## src/sata_phy_pkg.sv

```systemverilog
`default_nettype none

package sata_phy_pkg;

   // Width of the phase-align step counter
   localparam int TIMER_W = 16;

   // One 32-bit lane word with a K-flag per byte
   typedef struct packed {
      logic [31:0] data;
      logic [3:0]  k;
   } gtp_word_t;

   // Transceiver drive and equalization fields taken from the tuning word
   typedef struct packed {
      logic [2:0] loopback;
      logic [2:0] txdiffctrl;
      logic [2:0] txpreemphasis;
      logic [1:0] rxeqmix;
   } gtp_tune_t;

   // Codes reported on the debug bus for each recognized primitive
   typedef enum logic [7:0] {
      PRIM_NONE  = 8'd0,
      PRIM_ALIGN = 8'd1,
      PRIM_SYNC  = 8'd2,
      PRIM_X_RDY = 8'd3,
      PRIM_R_RDY = 8'd4,
      PRIM_R_IP  = 8'd5,
      PRIM_R_OK  = 8'd6,
      PRIM_R_ERR = 8'd7,
      PRIM_SOF   = 8'd8,
      PRIM_EOF   = 8'd9,
      PRIM_WTRM  = 8'd10,
      PRIM_HOLD  = 8'd11,
      PRIM_HOLDA = 8'd12,
      PRIM_CONT  = 8'd13
   } prim_code_e;

   // Primitive dwords as seen on the 32-bit interface, K28.x in byte 0
   localparam logic [31:0] PRIM_ALIGN_WORD = 32'h7B4A_4ABC;
   localparam logic [31:0] PRIM_SYNC_WORD  = 32'hB5B5_957C;
   localparam logic [31:0] PRIM_X_RDY_WORD = 32'h5757_B57C;
   localparam logic [31:0] PRIM_R_RDY_WORD = 32'h4A4A_957C;
   localparam logic [31:0] PRIM_R_IP_WORD  = 32'h5555_B57C;
   localparam logic [31:0] PRIM_R_OK_WORD  = 32'h3535_B57C;
   localparam logic [31:0] PRIM_R_ERR_WORD = 32'h5656_B57C;
   localparam logic [31:0] PRIM_SOF_WORD   = 32'h3737_B57C;
   localparam logic [31:0] PRIM_EOF_WORD   = 32'hD5D5_B57C;
   localparam logic [31:0] PRIM_WTRM_WORD  = 32'h5858_B57C;
   localparam logic [31:0] PRIM_HOLD_WORD  = 32'hD5D5_AA7C;
   localparam logic [31:0] PRIM_HOLDA_WORD = 32'h9595_AA7C;
   localparam logic [31:0] PRIM_CONT_WORD  = 32'h9999_AA7C;

   // Only byte 0 carries a control character in a primitive
   localparam logic [3:0] PRIM_K_FLAGS = 4'b0001;

   // Debug view of one lane, both words and their primitive codes
   typedef struct packed {
      gtp_word_t  tx_word;
      gtp_word_t  rx_word;
      prim_code_e tx_prim;
      prim_code_e rx_prim;
   } dbg_bus_t;

   // Transmit phase-align sequence
   typedef enum logic [1:0] {
      WAIT_RESET = 2'd0,
      ALIGN      = 2'd1,
      SET_PHASE  = 2'd2,
      DONE       = 2'd3
   } txsync_state_e;

endpackage

`default_nettype wire

```

## src/phase_align_timer.sv

```systemverilog
`default_nettype none

module phase_align_timer (
   input  logic                             tile0_txusrclk20_i,
   input  logic                             tile0_resetdone0_i,
   input  logic                             start_i,
   input  logic [sata_phy_pkg::TIMER_W-1:0] load_i,
   output logic                             expired_o
);

   logic [sata_phy_pkg::TIMER_W-1:0] cnt_q;
   logic                             run_q;

   // Loading N-1 puts the expiry cycle N cycles after the start cycle
   always_ff @(posedge tile0_txusrclk20_i or negedge tile0_resetdone0_i)
   begin
      if (!tile0_resetdone0_i)
      begin
         cnt_q <= '0;
         run_q <= 1'b0;
      end
      else if (start_i)
      begin
         cnt_q <= load_i - 1'b1;
         run_q <= (load_i != '0);
      end
      else if (run_q)
      begin
         if (cnt_q == '0)
            run_q <= 1'b0;
         else
            cnt_q <= cnt_q - 1'b1;
      end
   end

   // High for the last counted cycle only
   assign expired_o = run_q && (cnt_q == '0);

endmodule

`default_nettype wire

```

## src/tx_phase_align_fsm.sv

```systemverilog
`default_nettype none

module tx_phase_align_fsm #(
   parameter int BYPASS_TXBUF      = 1,
   parameter int ALIGN_WAIT_CYCLES = 32,
   parameter int SETPHASE_CYCLES   = 128
) (
   input  logic                             tile0_txusrclk20_i,
   input  logic                             tile0_resetdone0_i,
   input  logic                             timer_expired_i,
   output logic                             timer_start_o,
   output logic [sata_phy_pkg::TIMER_W-1:0] timer_load_o,
   output logic                             txenpmaphasealign_o,
   output logic                             txpmasetphase_o,
   output logic                             tx_sync_done_o
);

   localparam logic [sata_phy_pkg::TIMER_W-1:0] ALIGN_LOAD =
      ALIGN_WAIT_CYCLES[sata_phy_pkg::TIMER_W-1:0];
   localparam logic [sata_phy_pkg::TIMER_W-1:0] SETPHASE_LOAD =
      SETPHASE_CYCLES[sata_phy_pkg::TIMER_W-1:0];
   // Phase alignment is only sequenced when the TX buffer is bypassed
   localparam bit SEQ_EN = (BYPASS_TXBUF == 1);

   logic                        resetdone_meta_q;
   logic                        resetdone_sync_q;
   sata_phy_pkg::txsync_state_e state_q;
   sata_phy_pkg::txsync_state_e state_nxt;

   // Bring the reset-done level into the user clock domain
   always_ff @(posedge tile0_txusrclk20_i or negedge tile0_resetdone0_i)
   begin
      if (!tile0_resetdone0_i)
      begin
         resetdone_meta_q <= 1'b0;
         resetdone_sync_q <= 1'b0;
      end
      else
      begin
         resetdone_meta_q <= 1'b1;
         resetdone_sync_q <= resetdone_meta_q;
      end
   end

   always_comb
   begin
      state_nxt = state_q;
      case (state_q)
         sata_phy_pkg::WAIT_RESET:
            if (resetdone_sync_q)
               state_nxt = SEQ_EN ? sata_phy_pkg::ALIGN : sata_phy_pkg::DONE;
         sata_phy_pkg::ALIGN:
            if (timer_expired_i)
               state_nxt = sata_phy_pkg::SET_PHASE;
         sata_phy_pkg::SET_PHASE:
            if (timer_expired_i)
               state_nxt = sata_phy_pkg::DONE;
         default:
            state_nxt = state_q;
      endcase
   end

   always_ff @(posedge tile0_txusrclk20_i or negedge tile0_resetdone0_i)
   begin
      if (!tile0_resetdone0_i)
         state_q <= sata_phy_pkg::WAIT_RESET;
      else
         state_q <= state_nxt;
   end

   // Timer restarts on entry to each timed step
   assign timer_start_o = (state_nxt != state_q) && (state_nxt != sata_phy_pkg::DONE);
   assign timer_load_o  = (state_q == sata_phy_pkg::WAIT_RESET) ? ALIGN_LOAD : SETPHASE_LOAD;

   assign txenpmaphasealign_o = (state_q == sata_phy_pkg::ALIGN) ||
                                (state_q == sata_phy_pkg::SET_PHASE) ||
                                (SEQ_EN && (state_q == sata_phy_pkg::DONE));
   assign txpmasetphase_o     = (state_q == sata_phy_pkg::SET_PHASE);
   assign tx_sync_done_o      = (state_q == sata_phy_pkg::DONE);

endmodule

`default_nettype wire

```

## src/sata_prim_classifier.sv

```systemverilog
`default_nettype none

module sata_prim_classifier (
   input  sata_phy_pkg::gtp_word_t  word_i,
   output sata_phy_pkg::prim_code_e prim_o
);

   always_comb
   begin
      prim_o = sata_phy_pkg::PRIM_NONE;
      // Data that merely looks like a primitive is ignored without the K-flag
      if (word_i.k == sata_phy_pkg::PRIM_K_FLAGS)
      begin
         case (word_i.data)
            sata_phy_pkg::PRIM_ALIGN_WORD:
               prim_o = sata_phy_pkg::PRIM_ALIGN;
            sata_phy_pkg::PRIM_SYNC_WORD:
               prim_o = sata_phy_pkg::PRIM_SYNC;
            sata_phy_pkg::PRIM_X_RDY_WORD:
               prim_o = sata_phy_pkg::PRIM_X_RDY;
            sata_phy_pkg::PRIM_R_RDY_WORD:
               prim_o = sata_phy_pkg::PRIM_R_RDY;
            sata_phy_pkg::PRIM_R_IP_WORD:
               prim_o = sata_phy_pkg::PRIM_R_IP;
            sata_phy_pkg::PRIM_R_OK_WORD:
               prim_o = sata_phy_pkg::PRIM_R_OK;
            sata_phy_pkg::PRIM_R_ERR_WORD:
               prim_o = sata_phy_pkg::PRIM_R_ERR;
            sata_phy_pkg::PRIM_SOF_WORD:
               prim_o = sata_phy_pkg::PRIM_SOF;
            sata_phy_pkg::PRIM_EOF_WORD:
               prim_o = sata_phy_pkg::PRIM_EOF;
            sata_phy_pkg::PRIM_WTRM_WORD:
               prim_o = sata_phy_pkg::PRIM_WTRM;
            sata_phy_pkg::PRIM_HOLD_WORD:
               prim_o = sata_phy_pkg::PRIM_HOLD;
            sata_phy_pkg::PRIM_HOLDA_WORD:
               prim_o = sata_phy_pkg::PRIM_HOLDA;
            sata_phy_pkg::PRIM_CONT_WORD:
               prim_o = sata_phy_pkg::PRIM_CONT;
            default:
               prim_o = sata_phy_pkg::PRIM_NONE;
         endcase
      end
   end

endmodule

`default_nettype wire

```

## src/gtp_lane_regs.sv

```systemverilog
`default_nettype none

module gtp_lane_regs (
   input  logic                     tile0_txusrclk20_i,
   input  logic                     tile0_resetdone0_i,
   input  logic [31:0]              gtx_tune_i,
   input  sata_phy_pkg::gtp_word_t  tx_word_i,
   input  sata_phy_pkg::gtp_word_t  rx_word_i,
   output sata_phy_pkg::gtp_tune_t  tune_o,
   output sata_phy_pkg::gtp_word_t  tx_mon_o,
   output sata_phy_pkg::gtp_word_t  rx_mon_o,
   output sata_phy_pkg::dbg_bus_t   dbg_o
);

   sata_phy_pkg::prim_code_e tx_prim;
   sata_phy_pkg::prim_code_e rx_prim;
   sata_phy_pkg::gtp_tune_t  tune_d;
   sata_phy_pkg::dbg_bus_t   dbg_d;

   // Codes come from the incoming words so they line up with the registered copies
   sata_prim_classifier u_tx_classifier (
      .word_i (tx_word_i),
      .prim_o (tx_prim)
   );

   sata_prim_classifier u_rx_classifier (
      .word_i (rx_word_i),
      .prim_o (rx_prim)
   );

   // Field layout of the tuning word, bits 15:9 and 31:18 are spare
   always_comb
   begin
      tune_d.loopback      = gtx_tune_i[2:0];
      tune_d.txdiffctrl    = gtx_tune_i[5:3];
      tune_d.txpreemphasis = gtx_tune_i[8:6];
      tune_d.rxeqmix       = gtx_tune_i[17:16];
   end

   always_comb
   begin
      dbg_d.tx_word = tx_word_i;
      dbg_d.rx_word = rx_word_i;
      dbg_d.tx_prim = tx_prim;
      dbg_d.rx_prim = rx_prim;
   end

   // One stage for everything, no stall
   always_ff @(posedge tile0_txusrclk20_i or negedge tile0_resetdone0_i)
   begin
      if (!tile0_resetdone0_i)
      begin
         tune_o   <= '0;
         tx_mon_o <= '0;
         rx_mon_o <= '0;
         dbg_o    <= '0;
      end
      else
      begin
         tune_o   <= tune_d;
         tx_mon_o <= tx_word_i;
         rx_mon_o <= rx_word_i;
         dbg_o    <= dbg_d;
      end
   end

endmodule

`default_nettype wire

```

## src/sata_gtp_lane_top.sv

```systemverilog
`default_nettype none

module sata_gtp_lane_top #(
   parameter int BYPASS_TXBUF      = 1,
   parameter int SATA_SPEED        = 1,
   parameter int ALIGN_WAIT_CYCLES = 32
) (
   input  logic                     tile0_txusrclk20_i,
   input  logic                     tile0_resetdone0_i,
   input  logic [31:0]              gtx_tune_i,
   input  sata_phy_pkg::gtp_word_t  tx_word_i,
   input  sata_phy_pkg::gtp_word_t  rx_word_i,
   output sata_phy_pkg::gtp_tune_t  tune_o,
   output logic                     txenpmaphasealign_o,
   output logic                     txpmasetphase_o,
   output logic                     tx_sync_done_o,
   output sata_phy_pkg::gtp_word_t  tx_mon_o,
   output sata_phy_pkg::gtp_word_t  rx_mon_o,
   output sata_phy_pkg::dbg_bus_t   dbg_o
);

   // Set-phase step is halved at the higher line rate
   localparam int SETPHASE_CYCLES = (SATA_SPEED == 2) ? 64 : 128;

   logic                             timer_start;
   logic [sata_phy_pkg::TIMER_W-1:0] timer_load;
   logic                             timer_expired;

   tx_phase_align_fsm #(
      .BYPASS_TXBUF      (BYPASS_TXBUF),
      .ALIGN_WAIT_CYCLES (ALIGN_WAIT_CYCLES),
      .SETPHASE_CYCLES   (SETPHASE_CYCLES)
   ) u_txsync (
      .tile0_txusrclk20_i  (tile0_txusrclk20_i),
      .tile0_resetdone0_i  (tile0_resetdone0_i),
      .timer_expired_i     (timer_expired),
      .timer_start_o       (timer_start),
      .timer_load_o        (timer_load),
      .txenpmaphasealign_o (txenpmaphasealign_o),
      .txpmasetphase_o     (txpmasetphase_o),
      .tx_sync_done_o      (tx_sync_done_o)
   );

   phase_align_timer u_timer (
      .tile0_txusrclk20_i (tile0_txusrclk20_i),
      .tile0_resetdone0_i (tile0_resetdone0_i),
      .start_i            (timer_start),
      .load_i             (timer_load),
      .expired_o          (timer_expired)
   );

   gtp_lane_regs u_regs (
      .tile0_txusrclk20_i (tile0_txusrclk20_i),
      .tile0_resetdone0_i (tile0_resetdone0_i),
      .gtx_tune_i         (gtx_tune_i),
      .tx_word_i          (tx_word_i),
      .rx_word_i          (rx_word_i),
      .tune_o             (tune_o),
      .tx_mon_o           (tx_mon_o),
      .rx_mon_o           (rx_mon_o),
      .dbg_o              (dbg_o)
   );

endmodule

`default_nettype wire

```

## config.mk

```make
export PLATFORM = sky130hd
export DESIGN_NAME = sata_gtp_lane_top
export DESIGN_NICKNAME = d
export VERILOG_FILES = /design/src/sata_phy_pkg.sv /design/src/phase_align_timer.sv /design/src/tx_phase_align_fsm.sv /design/src/sata_prim_classifier.sv /design/src/gtp_lane_regs.sv /design/src/sata_gtp_lane_top.sv
export SDC_FILE = /design/constraint.sdc
export NUM_CORES = 1
export LEC_CHECK = 0
export BUFFER_PORTS_ARGS = -buffer_cell sky130_fd_sc_hd__buf_2
export CAP_MARGIN = 20
export CORE_MARGIN = 5
export CORE_UTILIZATION = 49
export CTS_BUF_LIST = sky130_fd_sc_hd__clkbuf_4 sky130_fd_sc_hd__clkbuf_8
export CTS_CLUSTER_SIZE = 12
export DETAILED_ROUTE_END_ITERATION = 10
export PLACE_DENSITY_LB_ADDON = 0.25
export SYNTH_ARGS = -nofsm -noshare
export SYNTH_HDL_FRONTEND = slang
export SYNTH_SLANG_ARGS = --single-unit
```

## constraint.sdc

```tcl
create_clock -name tile0_txusrclk20_i -period 5.51 [get_ports tile0_txusrclk20_i]
set_clock_uncertainty 0.05 [all_clocks]
set_input_delay 1.102 -clock tile0_txusrclk20_i [delete_from_list [all_inputs] [get_ports tile0_txusrclk20_i]]
set_output_delay 1.102 -clock tile0_txusrclk20_i [all_outputs]
set_load 0.01 [all_outputs]
```

==> flow_summary.yaml <==
global_routing:
  antenna_found_initial: 1
  grt_overflow: 0
  grtUsageTotal_pct: 19.99
  grt_first_pass_wirelength_mm: 18.35
  grt_pass1_vias: 3772
  grt_max_degree: 75
placed_design:
  io_buffers: 250
  place_congestion: 0.8002
  dp_hpwl_mm: 9.711
detailed_routing:
  wl_per_cell_um: 16.60
  wirelength_mm: 12.10
  via_per_inst: 5.115
  drc: 0
  vias: 3729
  drtPass1Iterations: 5
  ant_nets: 0
  dr.first_iter.drc_count: 166
sta:
  setup_viol: 0
  timing.final.hold_violations: 0
  worst_pin_slew_ns: 0.9014
  min_period_ns: 2.736
  period_share_pct: 49.65
  slew_headroom_pct: 39.91
  fmax_mhz: 365.6
  rsz0062_at_grt: "false"
  tns_ns: 0
  maxSlewViolCount: 0
setup_path:
  cp.buffers_inverters: 1
  start_kind: "input port"
  crit_chain: "buf_2 -> nor4bb_1 -> nand3_1 -> nor4_1 -> o21ai_0 -> a41oi_1"
  path_class: "in2reg"
  cp_max_fo: 6
  crit_required_ns: 5.74
  cpLargestDelayFamily: "simple AND/OR/NAND/NOR gates"
  critPathCaptureType: "register"
  slowest_stage: "nor4_1"
  arrival_ns: 2.96
  cp_slowest_stage_delay_ns: 0.62
worst_hold_path:
  hold_class: "reg2reg"
layout:
  final_nets: 699
  areaGrowthSynthToFinish_pct: 20.94
  diodes: 0
  drive_gt1_share_pct: 48.15
floorplan:
  start_util_pct: 49.68
  core_region_area_sq_um: 9684
  dieHeight_um: 109.1
  die_w_um: 109.1
  row_count: 36
  die_area_sq_um: 11900
  ios: 280
synthesis:
  synth_seq_cells: 112
  synth_edf_count: 0
  synthFlopType: "dfrtp_1"
  synthTopCellsByArea: "dfrtp_1 (58%), buf_4 (13%), nand2_1 (1.8%), nand4_1 (1.6%), nor2_1 (1.6%)"
  synth_top_area_share_pct: 58.26
  yosysSeqAreaShare_pct: 58.26
  yosysMostFrequentCell: "dfrtp_1"
  synthArstFlopShare_pct: 100.0
  synthesis.area_sq_um: 4811
  synth.largest_area_cell: "dfrtp_1"
  syn_avg_cell_area_sq_um: 11.85
  netlist_instances: 406
  ys_warn_count: 0
  synth_commonest_cells: "dfrtp_1 (112), buf_4 (81), nand2_1 (23), nor2_1 (20), nand3_1 (13)"
  synth.distinct_cells: 51
status:
  status: "finished, final reports clean"
cts:
  cts_tree: "done"
  path_clk_slew_ns: 0.10
  clock_sinks: 112
  ctsResizeCount: 0
  clock_latency_ns: 0.36
  postCtsHoldBufs: 0
  cts_made_buffers: 9
  clock_path_buffers: 2
  cts_root_buf: "clkbuf_8"
  h-tree-depth: 3
  post-cts-setup-buffer-count: 0
run:
  maxCapViolations: 0
power_and_ir_drop:
  p_leak_nw: 2.816
  power_w: 0.001889
  power_density_nw_per_um2: 324.7
  ir_worst_vdd_v: 0.0001438
## cell type report
| class | count | area (sq um) |
|---|---|---|
| Multi-Input combinational cell | 212 | 1373 |
| Clock inverter | 6 | 68.82 |
| Fill cell | 802 | 3866 |
| Timing Repair Buffer | 251 | 1261 |
| Sequential cell | 112 | 2803 |
| Tap cell | 133 | 166.4 |
| Inverter | 6 | 22.52 |
| Clock buffer | 9 | 123.9 |
## placed cells by master, fill, tap and decap left out, types with 7 or more instances in the layout
cell type | Yosys | final
buf_2 | 0 | 249
clkbuf_8 | 0 | 9
conb_1 | 2 | 9
dfrtp_1 | 112 | 112
nand2_1 | 23 | 23
nand3_1 | 13 | 13
nand4_1 | 12 | 12
nor2_1 | 20 | 20
nor3_1 | 9 | 9
nor4_1 | 11 | 11
nor4bb_1 | 7 | 7
o21ai_0 | 10 | 10
## state kept, by name, indices dropped and copies added, names as in the netlist
| name | flops |
|---|---|
| u_regs.tx_mon_o | 36 |
| u_regs.tune_o | 11 |
| u_regs.dbg_o | 8 |
| u_regs.rx_mon_o | 36 |
| u_timer.cnt_q | 16 |
| u_txsync.resetdone_sync_q | 1 |
| u_timer.run_q | 1 |
| u_txsync.resetdone_meta_q | 1 |
| u_txsync.state_q | 2 |
## report_power, final
| part | total (W) | leakage [nW] | internal (W) | switching, W |
|---|---|---|---|---|
| logic | 0.000439 | 1.38 | 0.000185 | 0.000253 |
| registers | 0.000971 | 1.34 | 0.000901 | 0.0000702 |
| clock network | 0.000479 | 0.0957 | 0.000210 | 0.000269 |
## worst reg2reg max path, delay by kind of cell, from the launching register on
kind / cells / cell delay [ns]
AO/OA/AOI/OAI: 3 / 1.00
flip-flops: 1 / 0.43
AND/OR/NAND/NOR: 2 / 1.15
## routing by layer
layer | part of all wire, % | up-vias | GRT usage, %
met5 | 0.11 | - | 0
met4 | 1.7 | 2 | 7.484
met3 | 9.3 | 17 | 5.033
met2 | 51 | 189 | 33.99
met1 | 38 | 1785 | 24.52
li1 | - | 1736 | -
## worst paths after layout
kind / cells past startpoint / slack, ns / end / from
setup / recovery: 6 / 2.77 / u_regs.dbg_o[10] / tx_word_i[13]
hold / removal: 0 / 0.31 / u_txsync.resetdone_sync_q / u_txsync.resetdone_meta_q
min in group asynchronous: 1 / 0.82 / u_regs.tune_o[3] / tile0_resetdone0_i
setup reg to reg: 5 / 2.81 / u_timer.cnt_q[11] / u_timer.cnt_q[7]
hold reg to reg: 0 / 0.31 / u_txsync.resetdone_sync_q / u_txsync.resetdone_meta_q
max in group asynchronous: 2 / 3.57 / u_regs.dbg_o[10] / tile0_resetdone0_i
## cell families (layout without fill, tap and decap cells)
kind of cell               count (synthesis)  in the layout  synth area share, %
DFF                                      112            112                58.26
buffers and inverters                     89            272                13.76
and+or+nand+nor                          145            145                18.70
other                                      2              9               0.1561
xor gates and xnor gates                   8              8                1.456
AOI/OAI and AO/OA                         49             49                7.413
adders and majority gates                  1              1               0.2600
## metrics by stage
stage,area (sq um),setup WS [ns],hold slack [ns],util [%],instances
3_5_place_dp,5625,2.449,0.2878,58.09,714
3_3_place_gp,5625,2.489,0.2829,58.09,714
4_1_cts,5818,2.821,0.3112,60.08,729
5_1_grt,5818,2.553,0.3328,60.08,729
6_report,5818,2.774,0.3082,60.08,729
2_1_floorplan,4837,2.892,0.2812,-,413
Note: power is estimated with default switching activity, not from simulation.
